## config.mk

```make
export PLATFORM = sky130hd
export DESIGN_NAME = saturn_control_unit
export DESIGN_NICKNAME = d
export VERILOG_FILES = /design/src/verilog/saturn_pkg.sv /design/src/verilog/saturn_bus_program.sv /design/src/verilog/saturn_cmd_sequencer.sv /design/src/verilog/saturn_control_unit.sv /design/src/verilog/saturn_exec_regs.sv
export VERILOG_INCLUDE_DIRS = /design/src /design/src/include
export SDC_FILE = /design/constraint.sdc
export NUM_CORES = 1
export LEC_CHECK = 0
export BUFFER_PORTS_ARGS = -buffer_cell sky130_fd_sc_hd__buf_2
export CELL_PAD_IN_SITES_DETAIL_PLACEMENT = 0
export CELL_PAD_IN_SITES_GLOBAL_PLACEMENT = 1
export CORE_MARGIN = 8
export CORE_UTILIZATION = 46
export DETAILED_ROUTE_END_ITERATION = 8
export HOLD_SLACK_MARGIN = 0.08
export PLACE_DENSITY_LB_ADDON = 0.1
export SKIP_LAST_GASP = 1
export SLEW_MARGIN = 20
export SYNTH_ARGS = -nofsm -noshare
export SYNTH_HDL_FRONTEND = slang
export SYNTH_SLANG_ARGS = --single-unit
```

## constraint.sdc

```tcl
create_clock -name i_clk -period 4 [get_ports i_clk]
set_input_delay 0.2 -clock i_clk [delete_from_list [all_inputs] [get_ports i_clk]]
set_output_delay 0.2 -clock i_clk [all_outputs]
set_load 0.02 [all_outputs]
```

## src/include/saturn_consts.svh

```systemverilog
// Widths and depths of the Saturn control unit; include wherever storage or ports are sized
`ifndef SATURN_CONSTS_SVH
`define SATURN_CONSTS_SVH

// Basic data unit of the Saturn datapath
`define SATURN_NIBBLE_W     4

// Program counter
`define SATURN_PC_W         20
`define SATURN_PC_NIBBLES   5

// Status bits ST0..ST15
`define SATURN_ST_W         16

// Working register C is sixteen nibbles wide
`define SATURN_C_NIBBLES    16

// Bus program store
`define SATURN_PROG_DEPTH   32
`define SATURN_PROG_AW      5

`endif

```

## src/verilog/saturn_pkg.sv

```systemverilog
// Types shared by the Saturn control unit RTL and its testbench; import with saturn_pkg::*
`default_nettype none

`include "saturn_consts.svh"

package saturn_pkg;

    // Instruction classes delivered by the external decoder
    typedef enum logic [2:0] {
        INSTR_NOP,
        INSTR_ALU,
        INSTR_SET_MODE,
        INSTR_JUMP,
        INSTR_LOAD,
        INSTR_RESET
    } instr_type_e;

    typedef enum logic [1:0] {
        ALU_OP_COPY,
        ALU_OP_CLR_MASK
    } alu_op_e;

    // Register selectors for destination and source
    typedef enum logic [2:0] {
        ALU_REG_A,
        ALU_REG_C,
        ALU_REG_P,
        ALU_REG_ST,
        ALU_REG_HST,
        ALU_REG_IMM
    } alu_reg_e;

    // Commands understood by the bus controller, one nibble each
    typedef enum logic [3:0] {
        BUSCMD_PC_READ = 4'd0,
        BUSCMD_LOAD_PC = 4'd1,
        BUSCMD_RESET   = 4'd2
    } bus_cmd_e;

    typedef struct packed {
        instr_type_e                 instr_type;
        alu_op_e                     alu_op;
        alu_reg_e                    reg_dest;
        alu_reg_e                    reg_src;
        logic [`SATURN_NIBBLE_W-1:0] ptr_begin; // Nibble or bit pointer
        logic [`SATURN_NIBBLE_W-1:0] imm;       // Immediate value
    } dec_instr_t;

    // One bus program entry, nibble is a bus_cmd_e when is_cmd is set
    typedef struct packed {
        logic                        is_cmd;
        logic [`SATURN_NIBBLE_W-1:0] nibble;
    } prog_word_t;

    // Command sequencer states
    typedef enum logic [2:0] {
        SEQ_LOAD_CMD,
        SEQ_PC_NIBBLES,
        SEQ_READY,
        SEQ_PC_READ
    } seq_state_e;

endpackage

`default_nettype wire

```

## src/verilog/saturn_bus_program.sv

```systemverilog
// Bus program store: written in order at its own pointer, read by address from the bus controller
`timescale 1ns/1ps
`default_nettype none

`include "saturn_consts.svh"

module saturn_bus_program
    import saturn_pkg::*;
(
    input  logic                       i_clk,
    input  logic                       i_reset,
    input  logic                       i_we,
    input  prog_word_t                 i_wdata,
    input  logic [`SATURN_PROG_AW-1:0] i_raddr,
    output prog_word_t                 o_rdata,
    output logic [`SATURN_PROG_AW-1:0] o_wptr
);

    prog_word_t mem [`SATURN_PROG_DEPTH];

    always_ff @(posedge i_clk) begin
        if (i_we) begin
            mem[o_wptr] <= i_wdata;
        end
    end

    // Pointer wraps at the store depth
    always_ff @(posedge i_clk) begin
        if (i_reset) begin
            o_wptr <= '0;
        end else if (i_we) begin
            o_wptr <= o_wptr + 1'b1;
        end
    end

    assign o_rdata = mem[i_raddr]; // Asynchronous read port

    a_wptr_step: assert property (@(posedge i_clk) disable iff (i_reset)
        1'b1 |=> o_wptr == $past(o_wptr) + {{(`SATURN_PROG_AW-1){1'b0}}, $past(i_we)});

endmodule

`default_nettype wire

```

## src/verilog/saturn_cmd_sequencer.sv

```systemverilog
// Command sequencer that writes LOAD_PC and RESET sequences into the bus program and gates execution
`timescale 1ns/1ps
`default_nettype none

`include "saturn_consts.svh"

module saturn_cmd_sequencer
    import saturn_pkg::*;
(
    input  logic                    i_clk,
    input  logic                    i_reset,
    input  logic                    i_exec,
    input  instr_type_e             i_instr_type,
    input  logic                    i_bus_busy,
    input  logic [`SATURN_PC_W-1:0] i_pc,
    input  logic                    i_reload_pc,
    output logic                    o_ready,
    output logic                    o_exec_fire,
    output logic                    o_prog_we,
    output prog_word_t              o_prog_wdata
);

    localparam logic [2:0] LAST_NIBBLE = 3'(`SATURN_PC_NIBBLES - 1);

    seq_state_e                  state;
    logic [2:0]                  nib_cnt;   // PC nibble index and RESET/PC_READ step
    logic [`SATURN_NIBBLE_W-1:0] pc_nibble;
    logic                        fire_reset;

    assign pc_nibble   = i_pc[nib_cnt * `SATURN_NIBBLE_W +: `SATURN_NIBBLE_W];
    assign o_ready     = (state == SEQ_READY);
    assign o_exec_fire = o_ready && i_exec && !i_bus_busy;
    assign fire_reset  = o_exec_fire && (i_instr_type == INSTR_RESET);

    // One store entry per cycle outside READY
    always_comb begin
        o_prog_we    = 1'b0;
        o_prog_wdata = '0;
        case (state)
            SEQ_LOAD_CMD: begin
                o_prog_we           = 1'b1;
                o_prog_wdata.is_cmd = 1'b1;
                o_prog_wdata.nibble = BUSCMD_LOAD_PC;
            end
            SEQ_PC_NIBBLES: begin
                o_prog_we           = 1'b1;
                o_prog_wdata.nibble = pc_nibble; // Low nibble first
            end
            SEQ_PC_READ: begin
                o_prog_we           = 1'b1;
                o_prog_wdata.is_cmd = 1'b1;
                o_prog_wdata.nibble = (nib_cnt == 3'd0) ? BUSCMD_RESET : BUSCMD_PC_READ;
            end
            default: ;
        endcase
    end

    always_ff @(posedge i_clk) begin
        if (i_reset) begin
            state   <= SEQ_LOAD_CMD;
            nib_cnt <= '0;
        end else begin
            case (state)
                SEQ_LOAD_CMD: begin
                    state   <= SEQ_PC_NIBBLES;
                    nib_cnt <= '0;
                end
                SEQ_PC_NIBBLES: begin
                    nib_cnt <= nib_cnt + 3'd1;
                    if (nib_cnt == LAST_NIBBLE) begin
                        state <= SEQ_READY;
                    end
                end
                SEQ_READY: begin
                    nib_cnt <= '0;
                    // A reload wins over a RESET fired in the same cycle
                    if (i_reload_pc) begin
                        state <= SEQ_LOAD_CMD;
                    end else if (fire_reset) begin
                        state <= SEQ_PC_READ;
                    end
                end
                SEQ_PC_READ: begin
                    nib_cnt <= nib_cnt + 3'd1;
                    if (nib_cnt != 3'd0) begin
                        state <= SEQ_READY;        // Back to READY after PC_READ
                    end
                end
                default: state <= SEQ_LOAD_CMD;
            endcase
        end
    end

    // LOAD_PC is followed by five nibble writes without execution and then READY
    a_pc_nibble_burst: assert property (@(posedge i_clk) disable iff (i_reset)
        (state == SEQ_LOAD_CMD) |=>
            (o_prog_we && !o_prog_wdata.is_cmd && !o_exec_fire)[*`SATURN_PC_NIBBLES]
            ##1 o_ready);

    // A fired RESET is followed by the RESET then PC_READ entries
    a_reset_pair: assert property (@(posedge i_clk) disable iff (i_reset)
        (fire_reset && !i_reload_pc) |=>
            (o_prog_we && o_prog_wdata.is_cmd && o_prog_wdata.nibble == BUSCMD_RESET)
            ##1 (o_prog_we && o_prog_wdata.is_cmd && o_prog_wdata.nibble == BUSCMD_PC_READ));

endmodule

`default_nettype wire

```

## src/verilog/saturn_control_unit.sv

```systemverilog
// Saturn control unit top: sequencer, bus program store and register execution unit
`timescale 1ns/1ps
`default_nettype none

`include "saturn_consts.svh"

module saturn_control_unit
    import saturn_pkg::*;
(
    input  logic                        i_clk,
    input  logic                        i_reset,
    input  logic                        i_exec,
    input  dec_instr_t                  i_instr,
    input  logic                        i_bus_busy,
    input  logic [`SATURN_PC_W-1:0]     i_pc,
    input  logic                        i_reload_pc,
    input  logic [`SATURN_PROG_AW-1:0]  i_prog_addr,
    input  logic [`SATURN_NIBBLE_W-1:0] i_c_ptr,
    output logic                        o_ready,
    output prog_word_t                  o_prog_data,
    output logic [`SATURN_PROG_AW-1:0]  o_prog_wptr,
    output logic [`SATURN_NIBBLE_W-1:0] o_reg_p,
    output logic [`SATURN_NIBBLE_W-1:0] o_reg_hst,
    output logic [`SATURN_ST_W-1:0]     o_reg_st,
    output logic                        o_alu_mode,
    output logic [`SATURN_NIBBLE_W-1:0] o_c_nibble
);

    logic       prog_we;
    prog_word_t prog_wdata;
    logic       exec_fire;   // Ready, strobed and bus idle

    saturn_cmd_sequencer saturn_cmd_sequencer_i (
        .i_clk        (i_clk),
        .i_reset      (i_reset),
        .i_exec       (i_exec),
        .i_instr_type (i_instr.instr_type),
        .i_bus_busy   (i_bus_busy),
        .i_pc         (i_pc),
        .i_reload_pc  (i_reload_pc),
        .o_ready      (o_ready),
        .o_exec_fire  (exec_fire),
        .o_prog_we    (prog_we),
        .o_prog_wdata (prog_wdata)
    );

    // Read side belongs to the external bus controller
    saturn_bus_program saturn_bus_program_i (
        .i_clk   (i_clk),
        .i_reset (i_reset),
        .i_we    (prog_we),
        .i_wdata (prog_wdata),
        .i_raddr (i_prog_addr),
        .o_rdata (o_prog_data),
        .o_wptr  (o_prog_wptr)
    );

    saturn_exec_regs saturn_exec_regs_i (
        .i_clk      (i_clk),
        .i_reset    (i_reset),
        .i_fire     (exec_fire),
        .i_instr    (i_instr),
        .i_c_ptr    (i_c_ptr),
        .o_reg_p    (o_reg_p),
        .o_reg_hst  (o_reg_hst),
        .o_reg_st   (o_reg_st),
        .o_alu_mode (o_alu_mode),
        .o_c_nibble (o_c_nibble)
    );

endmodule

`default_nettype wire

```

## src/verilog/saturn_exec_regs.sv

```systemverilog
// Register execution unit: applies fired instructions to P, HST, ST, mode and C
`timescale 1ns/1ps
`default_nettype none

`include "saturn_consts.svh"

module saturn_exec_regs
    import saturn_pkg::*;
(
    input  logic                        i_clk,
    input  logic                        i_reset,
    input  logic                        i_fire,
    input  dec_instr_t                  i_instr,
    input  logic [`SATURN_NIBBLE_W-1:0] i_c_ptr,
    output logic [`SATURN_NIBBLE_W-1:0] o_reg_p,
    output logic [`SATURN_NIBBLE_W-1:0] o_reg_hst,
    output logic [`SATURN_ST_W-1:0]     o_reg_st,
    output logic                        o_alu_mode,
    output logic [`SATURN_NIBBLE_W-1:0] o_c_nibble
);

    logic [`SATURN_C_NIBBLES-1:0][`SATURN_NIBBLE_W-1:0] reg_c;

    logic alu_copy;
    logic alu_clr_mask;
    logic do_p_eq_n;
    logic do_c_eq_p;
    logic do_clr_hst;
    logic do_st_eq;
    logic do_set_mode;
    logic do_load_c;

    // Instruction field decode
    assign alu_copy     = (i_instr.instr_type == INSTR_ALU) && (i_instr.alu_op == ALU_OP_COPY);
    assign alu_clr_mask = (i_instr.instr_type == INSTR_ALU) &&
                          (i_instr.alu_op == ALU_OP_CLR_MASK);

    assign do_p_eq_n   = alu_copy && (i_instr.reg_dest == ALU_REG_P) &&
                         (i_instr.reg_src == ALU_REG_IMM);
    assign do_c_eq_p   = alu_copy && (i_instr.reg_dest == ALU_REG_C) &&
                         (i_instr.reg_src == ALU_REG_P);
    assign do_clr_hst  = alu_clr_mask && (i_instr.reg_dest == ALU_REG_HST) &&
                         (i_instr.reg_src == ALU_REG_IMM);
    assign do_st_eq    = alu_copy && (i_instr.reg_dest == ALU_REG_ST) &&
                         (i_instr.reg_src == ALU_REG_IMM);
    assign do_set_mode = (i_instr.instr_type == INSTR_SET_MODE);   // SETHEX / SETDEC
    assign do_load_c   = (i_instr.instr_type == INSTR_LOAD) && (i_instr.reg_dest == ALU_REG_C);

    always_ff @(posedge i_clk) begin
        if (i_reset) begin
            o_reg_p    <= '0;
            o_reg_hst  <= '0;
            o_reg_st   <= '0;
            o_alu_mode <= 1'b0;
            reg_c      <= '0;   // Whole of C in one cycle
        end else if (i_fire) begin
            if (do_p_eq_n) begin
                o_reg_p <= i_instr.imm;
            end
            if (do_c_eq_p) begin
                reg_c[i_instr.ptr_begin] <= o_reg_p;
            end
            if (do_load_c) begin
                reg_c[i_instr.ptr_begin] <= i_instr.imm;
            end
            if (do_clr_hst) begin
                o_reg_hst <= o_reg_hst & ~i_instr.imm; // XM, SB, SR, MP bits
            end
            if (do_st_eq) begin
                o_reg_st[i_instr.ptr_begin] <= i_instr.imm[0];
            end
            if (do_set_mode) begin
                o_alu_mode <= i_instr.imm[0];
            end
        end
    end

    assign o_c_nibble = reg_c[i_c_ptr];

    // Architectural state only moves on a fire from the sequencer
    a_hold_without_fire: assert property (@(posedge i_clk) disable iff (i_reset)
        !i_fire |=> $stable({o_reg_p, o_reg_hst, o_reg_st, o_alu_mode, reg_c}));

endmodule

`default_nettype wire

```

==> results of run 1 <==
-- cells by family (layout without fill, tap and decap cells) --
family / Yosys count / after routing / synth area share
AOI/OAI and AO/OA: 89 / 89 / 0.0615
xor gates and xnor gates: 4 / 4 / 0.00302
adders and majority gates: 12 / 12 / 0.0130
buffers and inverters: 68 / 165 / 0.0254
DFF: 259 / 259 / 0.586
muxes: 145 / 145 / 0.206
and+or+nand+nor: 215 / 215 / 0.106
-- critical path: stages, from the launching register on --
cell,delay (ns)
dfxtp_1,0.37
inv_1,0.17
ha_1,0.45
and3b_1,0.76
nand4_1,0.73
o21ai_0,0.41
a21oi_1,0.10
-- worst max path at each step --
stage                                                  from                              to  cells after the start
after floorplan           saturn_cmd_sequencer_i.nib_cnt[0]  saturn_bus_program_i.mem[0][0]                      4
after global placement      saturn_cmd_sequencer_i.state[0]  saturn_exec_regs_i.o_reg_st[7]                      6
after detailed placement    saturn_cmd_sequencer_i.state[0]  saturn_exec_regs_i.o_reg_st[1]                      6
after CTS                   saturn_cmd_sequencer_i.state[0]  saturn_exec_regs_i.o_reg_st[1]                      6
after global routing        saturn_cmd_sequencer_i.state[0]  saturn_exec_regs_i.o_reg_st[2]                      6
final                       saturn_cmd_sequencer_i.state[0]  saturn_exec_regs_i.o_reg_st[1]                      6
-- registers in the layout, summed over array words and instances, names as in the netlist --
register,count
saturn_bus_program_i.mem,160
saturn_cmd_sequencer_i.state,2
saturn_bus_program_i.o_wptr,5
saturn_cmd_sequencer_i.nib_cnt,3
saturn_exec_regs_i.reg_c,64
saturn_exec_regs_i.o_reg_st,16
saturn_exec_regs_i.o_reg_hst,4
saturn_exec_regs_i.o_alu_mode,1
saturn_exec_regs_i.o_reg_p,4
-- metrics by stage --
step                setup slack [ns]  hold WS, ns
floorplan                       1.65        0.288
global placement                1.15        0.437
detailed placement             0.869        0.440
CTS                            0.833       0.0906
global route                   0.611        0.139
finish                         0.849        0.111
-- final cells by class --
cell class,instances,share of cell area
well taps,330,0.0313
repair buffers,109,0.0467
clock buffers,35,0.0567
multi-input cells,465,0.344
clock inverters,13,0.00465
flip-flops and latches,259,0.515
inverters,8,0.00228
-- synth_stat cells, drive strengths merged, types with 4 or more instances --
| master | count |
|---|---|
| edfxtp | 160 |
| dfxtp | 99 |
| nand2b | 78 |
| mux4 | 74 |
| mux2i | 66 |
| nor2 | 38 |
| clkbuf | 36 |
| a21oi | 32 |
| o21ai | 28 |
| buf | 24 |
| nand2 | 21 |
| nand4 | 19 |
| o2111ai | 16 |
| nor3 | 15 |
| nand3 | 13 |
| ha | 12 |
| nor2b | 9 |
| inv | 8 |
| a21o | 5 |
| mux2 | 5 |
| a22oi | 4 |
-- power groups by stage --
stage	Clock [uW]	Sequential (uW)	Combinational (uW)
2_1_floorplan	0	3360	694
3_3_place_gp	0	3380	1080
3_5_place_dp	0	3390	1110
4_1_cts	2360	3330	1110
5_1_grt	2450	3350	1210
6_report	2300	3330	1100
-- metal layers --
layer	GRT usage	up-vias	part of all wire
li1	-	3204	-
met1	0.214	3507	0.41
met2	0.312	154	0.53
met3	0.0300	33	0.044
met4	0.0413	0	0.017
met5	0	-	0
==> flow_metrics.tcl, run 1 <==
set metrics [dict create \
    ir_drop_mv 0.280 \
    cts_setup_buffers 0 \
    die-area_mm2 0.0305 \
    grt_antenna_before_repair 0 \
    slew_viol_final 0 \
    cts_tree "yes" \
    startpoint_type "flip-flop" \
    clkSlewWorstSetupHoldPaths_ns 0.06 \
    fin_skew_ns 0.00887 \
    ys_top_cells_by_area "edfxtp_1 (41%), dfxtp_1 (17%), mux4_2 (14%)" \
    hpwl_mm 18.0 \
    clock_path_buffers 3 \
    fin_setup_tns_ns 0 \
    fin_total_pwr_uw 6730 \
    ys_async_sr_fraction 0 \
    drt_iter0_drc 310 \
    power.internal_uw 4900 \
    timing.rr.end "saturn_exec_regs_i.o_reg_st[1]" \
    p_sw_uw 1830 \
    finalCritPeriodShare 0.788 \
    cts_hold_buf 6 \
    seq_area_frac_synth 0.586 \
    worstHoldStart "i_instr[14]" \
    final_cells 1219 \
    fin_util 0.528 \
    hold_class "in -> reg" \
    io_buffers 92 \
    power.density_mw_per_mm2 510 \
    synth_top_area_cell "edfxtp_1" \
    core_mm2 0.0250 \
    synth_seq_cells 259 \
    dp.cells 1165 \
    relSlewSlack 0.289 \
    crit_arrival_ns 3.52 \
    mostFrequentLayoutCell "edfxtp_1" \
    final_cell_mix "edfxtp_1 (160), dfxtp_1 (99), buf_2 (92)" \
    synth_top_area_frac 0.415 \
    grt_pass1_vias 7234 \
    grt_max_degree 61 \
    place.gp.congestion 0.789 \
    switching_share 0.272 \
    setup_viol 0 \
    required_ns 4.37 \
    cts_max_level 1 \
    avgSynthCellArea_um2 14.6 \
    multi_input_area_mm2 0.00453 \
    syn_inst 792 \
    status "finished, final reports clean" \
    drive_gt1_frac 0.270 \
    cts_num_sinks 259 \
    fill_cells 2096 \
    initial_core_util 0.464 \
    gr-total-overflow 0 \
    drc_errors 0 \
    power.leakage_uw 0.00479 \
    viasPerCell 5.66 \
    crit_type "reg -> reg" \
    hold_viol 0 \
    finalCriticalPeriod_ns 3.15 \
    reg2regPathDepth 6 \
    grt_pass1_wl_mm 42.0 \
    rows 58 \
    wl_per_cell_um 21.9 \
    fin_area_mm2 0.0132 \
    comb_power_share 0.163 \
    synthFlopType "edfxtp_1" \
    clockRootBuffer "clkbuf_16" \
    io_pins 93 \
    hold_depth 4 \
    placedInstanceArea_mm2 0.0123 \
    die_h_um 175 \
    power_frac_clock 0.342 \
    vias 6898 \
    synth-edff-count 160 \
    ant_nets 0 \
    yosysUniqueCellTypes 45 \
    holdPathEnd "saturn_exec_regs_i.o_reg_hst[0]" \
    finalNetCount 935 \
    fmaxAchievable_ghz 0.317 \
    grt_usage 0.174 \
    r2r_slack_ns 0.85 \
    synth_fp_nets 857 \
    diodes 0 \
    seqPwrFrac 0.495 \
    numCtsBuffers 27 \
    synth_area_mm2 0.0116 \
    routed_wl_mm 26.7 \
    cp_max_fo 18 \
    cts.repair.resized 0 \
    drv_cap 0 \
    yosysWarnings 0 \
    regToRegStartpoint "saturn_cmd_sequencer_i.state[0]" \
    fp.dieW_um 175 \
    clock_insertion_delay_worst_skew_ns 0.53 \
    area.sequential_mm2 0.00679 \
    crit_path_end_kind "flip-flop" \
    syn2layout_area_growth_pct 13.8 \
    drtPass1Iterations 5 \
    rsz0062_at_grt "false" \
    worstMarginPinSlew_ns 1.06 \
]
Note: power is estimated with default switching activity, not from simulation.
==> run 2: changes to the inputs <==
--- a/config.mk
+++ b/config.mk
@@ -6,11 +6,12 @@
 export SDC_FILE = /design/constraint.sdc
 export NUM_CORES = 1
 export LEC_CHECK = 0
+export ABC_AREA = 1
 export BUFFER_PORTS_ARGS = -buffer_cell sky130_fd_sc_hd__buf_2
 export CELL_PAD_IN_SITES_DETAIL_PLACEMENT = 0
 export CELL_PAD_IN_SITES_GLOBAL_PLACEMENT = 1
 export CORE_MARGIN = 8
-export CORE_UTILIZATION = 46
+export CORE_UTILIZATION = 45
 export DETAILED_ROUTE_END_ITERATION = 8
 export HOLD_SLACK_MARGIN = 0.08
 export PLACE_DENSITY_LB_ADDON = 0.1
==> constraint.sdc (replaced) <==
create_clock -name i_clk -period 3.2 [get_ports i_clk]
set_input_delay 0.16 -clock i_clk [delete_from_list [all_inputs] [get_ports i_clk]]
set_output_delay 0.16 -clock i_clk [all_outputs]
set_load 0.02 [all_outputs]
==> flow_metrics.tcl, run 2 <==
set metrics [dict create \
    yosysMostFrequentCell "nand2_1" \
    rows 60 \
    ir_drop_mv 0.378 \
    grt_antenna_before_repair 0 \
    drtPass1Iterations 5 \
    avgSynthCellArea_um2 8.21 \
    crit_path_end_kind "flip-flop" \
    drive_gt1_frac 0.112 \
    io_buffers 92 \
    die-area_mm2 0.0326 \
    fill_cells 2627 \
    clock_path_buffers 3 \
    synth-edff-count 160 \
    die_h_um 181 \
    viasPerCell 5.14 \
    seq_area_frac_synth 0.556 \
    fin_util 0.522 \
    fin_ws_ns 0.410 \
    synth_top_area_cell "edfxtp_1" \
    r2r_slack_ns 0.41 \
    ys_async_sr_fraction 0 \
    synth_area_mm2 0.0122 \
    hold_class "in -> reg" \
    drv_cap 0 \
    drt_iter0_drc 554 \
    synth_top_area_frac 0.394 \
    clockRootBuffer "clkbuf_16" \
    rsz0062_at_grt "false" \
    largest_reg_flops 160 \
    synthFlopType "edfxtp_1" \
    synth_common_cells "nand2_1 (416), nor2_1 (222), nand3_1 (213)" \
    fp.dieW_um 181 \
    fin_setup_tns_ns 0 \
    fmaxAchievable_ghz 0.358 \
    yosysUniqueCellTypes 34 \
    hold_viol 0 \
    critPathBufInv 2 \
    syn2layout_area_growth_pct 14.6 \
    cp_max_fo 19 \
    power.density_mw_per_mm2 655 \
    grt_max_degree 81 \
    relSlewSlack 0.285 \
    cts_setup_buffers 0 \
    cts.repair.resized 0 \
    syn_inst 1486 \
    grt_pass1_wl_mm 51.1 \
    numCtsBuffers 28 \
    cts_max_level 1 \
    cts_num_sinks 259 \
    power.leakage_uw 0.00573 \
    initial_core_util 0.455 \
    core_mm2 0.0268 \
    finalCriticalPeriod_ns 2.79 \
    fin_skew_ns 0.0116 \
    startpoint_type "flip-flop" \
    cp_slowest_stage_delay_ns 0.57 \
    status "finished, final reports clean" \
    diodes 0 \
    ys_top_cells_by_area "edfxtp_1 (39%), dfxtp_1 (16%), nand2_1 (13%)" \
    regMostFlops "saturn_bus_program_i.mem" \
    crit_type "reg -> reg" \
    finalNetCount 1620 \
    mostFrequentLayoutCell "nand2_1" \
    worstMarginPinSlew_ns 1.07 \
    clkSlewWorstSetupHoldPaths_ns 0.06 \
    hpwl_mm 20.8 \
    slew_viol_final 0 \
    path_cells "inv_1 > ha_1 > nand3_4 > nor2_8 > nand4_1 > a21oi_1 > dlygate4sd3_1" \
    setup_viol 0 \
    ant_nets 0 \
    clock_insertion_delay_worst_skew_ns 0.54 \
    yosysWarnings 0 \
    synth_fp_nets 1551 \
    final_cell_mix "nand2_1 (416), nor2_1 (220), nand3_1 (213)" \
    gr-total-overflow 0 \
    routed_wl_mm 31.7 \
    crit_arrival_ns 3.27 \
    cts_tree "yes" \
    grt_usage 0.192 \
    io_pins 93 \
    grt_pass1_vias 9753 \
    finalCritPeriodShare 0.872 \
    cts_hold_buf 11 \
    synth_seq_cells 259 \
    required_ns 3.68 \
    pre_cts_ws_ns 0.704 \
    wl_per_cell_um 16.5 \
    cp_slowest_cell "dlygate4sd3_1" \
    place.gp.congestion 0.797 \
    vias 9867 \
    drc_errors 0 \
    critical_path.top_delay_family "simple AND/OR/NAND/NOR gates" \
    largestRegisters "saturn_bus_program_i.mem x160, saturn_exec_regs_i.reg_c x64, saturn_exec_regs_i.o_reg_st x16" \
]
run 2: cell types whose count changed in the layout (fill, tap and decap cells not counted), moves of 6 or more:
cell       previous run  this run
nand2_1              21       416
nand3_1              13       213
nor2_1               34       220
inv_1                 8       105
nand2b_1             78         0
mux4_2               74         0
mux2i_1              66         0
a21oi_1              32        76
o211ai_1              1        15
o2111ai_4            10         0
nor3_1               15         7
nor2_2                3        10
nor2b_1               7         1
o2111ai_1             6         0
run 2: cell families (layout without fill, tap and decap cells):
group                      after synthesis  count (layout)  synth area share
adders and majority gates               12              12            0.0123
buffers and inverters                  189             280            0.0628
AOI/OAI and AO/OA                      129             129            0.0569
and+or+nand+nor                        897             897             0.312
DFF                                    259             259             0.556
run 2: cell type report:
type	count	area [um^2]	share of cell area
multi-input cells	1038	4680	0.335
well taps	341	427	0.0305
repair buffers	116	693	0.0496
inverters	112	420	0.0301
clock buffers	32	737	0.0527
clock inverters	20	238	0.0170
flip-flops and latches	259	6790	0.485
run 2: worst paths after layout:
check | start | end | depth (start not counted)
setup / recovery | saturn_cmd_sequencer_i.state[0] | saturn_exec_regs_i.o_reg_p[1] | 7
hold / removal | i_instr[13] | saturn_exec_regs_i.o_reg_p[2] | 4
setup reg to reg | saturn_cmd_sequencer_i.state[0] | saturn_exec_regs_i.o_reg_p[1] | 7
hold reg to reg | saturn_exec_regs_i.o_reg_hst[0] | saturn_exec_regs_i.o_reg_hst[0] | 2
run 2: through the flow:
stage	power [uW]	hold WS [ns]	std cells	area (um^2)
after floorplan	5170	0.229	1486	12200
after global placement	5860	0.433	1855	12900
after detailed placement	5860	0.433	1855	12900
after CTS	9250	0.0817	1918	14000
after global routing	9590	0.136	1918	14000
final	9150	0.121	1918	14000
run 2: worst reg2reg max path, stage by stage (launching register included):
cell           delay (ns)
dfxtp_1              0.39
inv_1                0.16
ha_1                 0.38
nand3_4              0.35
nor2_8               0.37
nand4_1              0.29
a21oi_1              0.22
dlygate4sd3_1        0.57
run 2: power breakdown:
group / internal, uW / switching (uW)
logic: 374 / 1220
clock network: 2060 / 1340
registers: 4080 / 92.7
total: 6510 / 2640
run 2: per-layer routing:
layer	vias to the layer above	global-route usage	part of all wire	wire length, um
met5	-	0	0	0
met4	0	0.0592	0.023	745
met3	56	0.0276	0.040	1280
met2	173	0.353	0.51	16100
met1	4603	0.228	0.43	13600
li1	5035	-	-	-
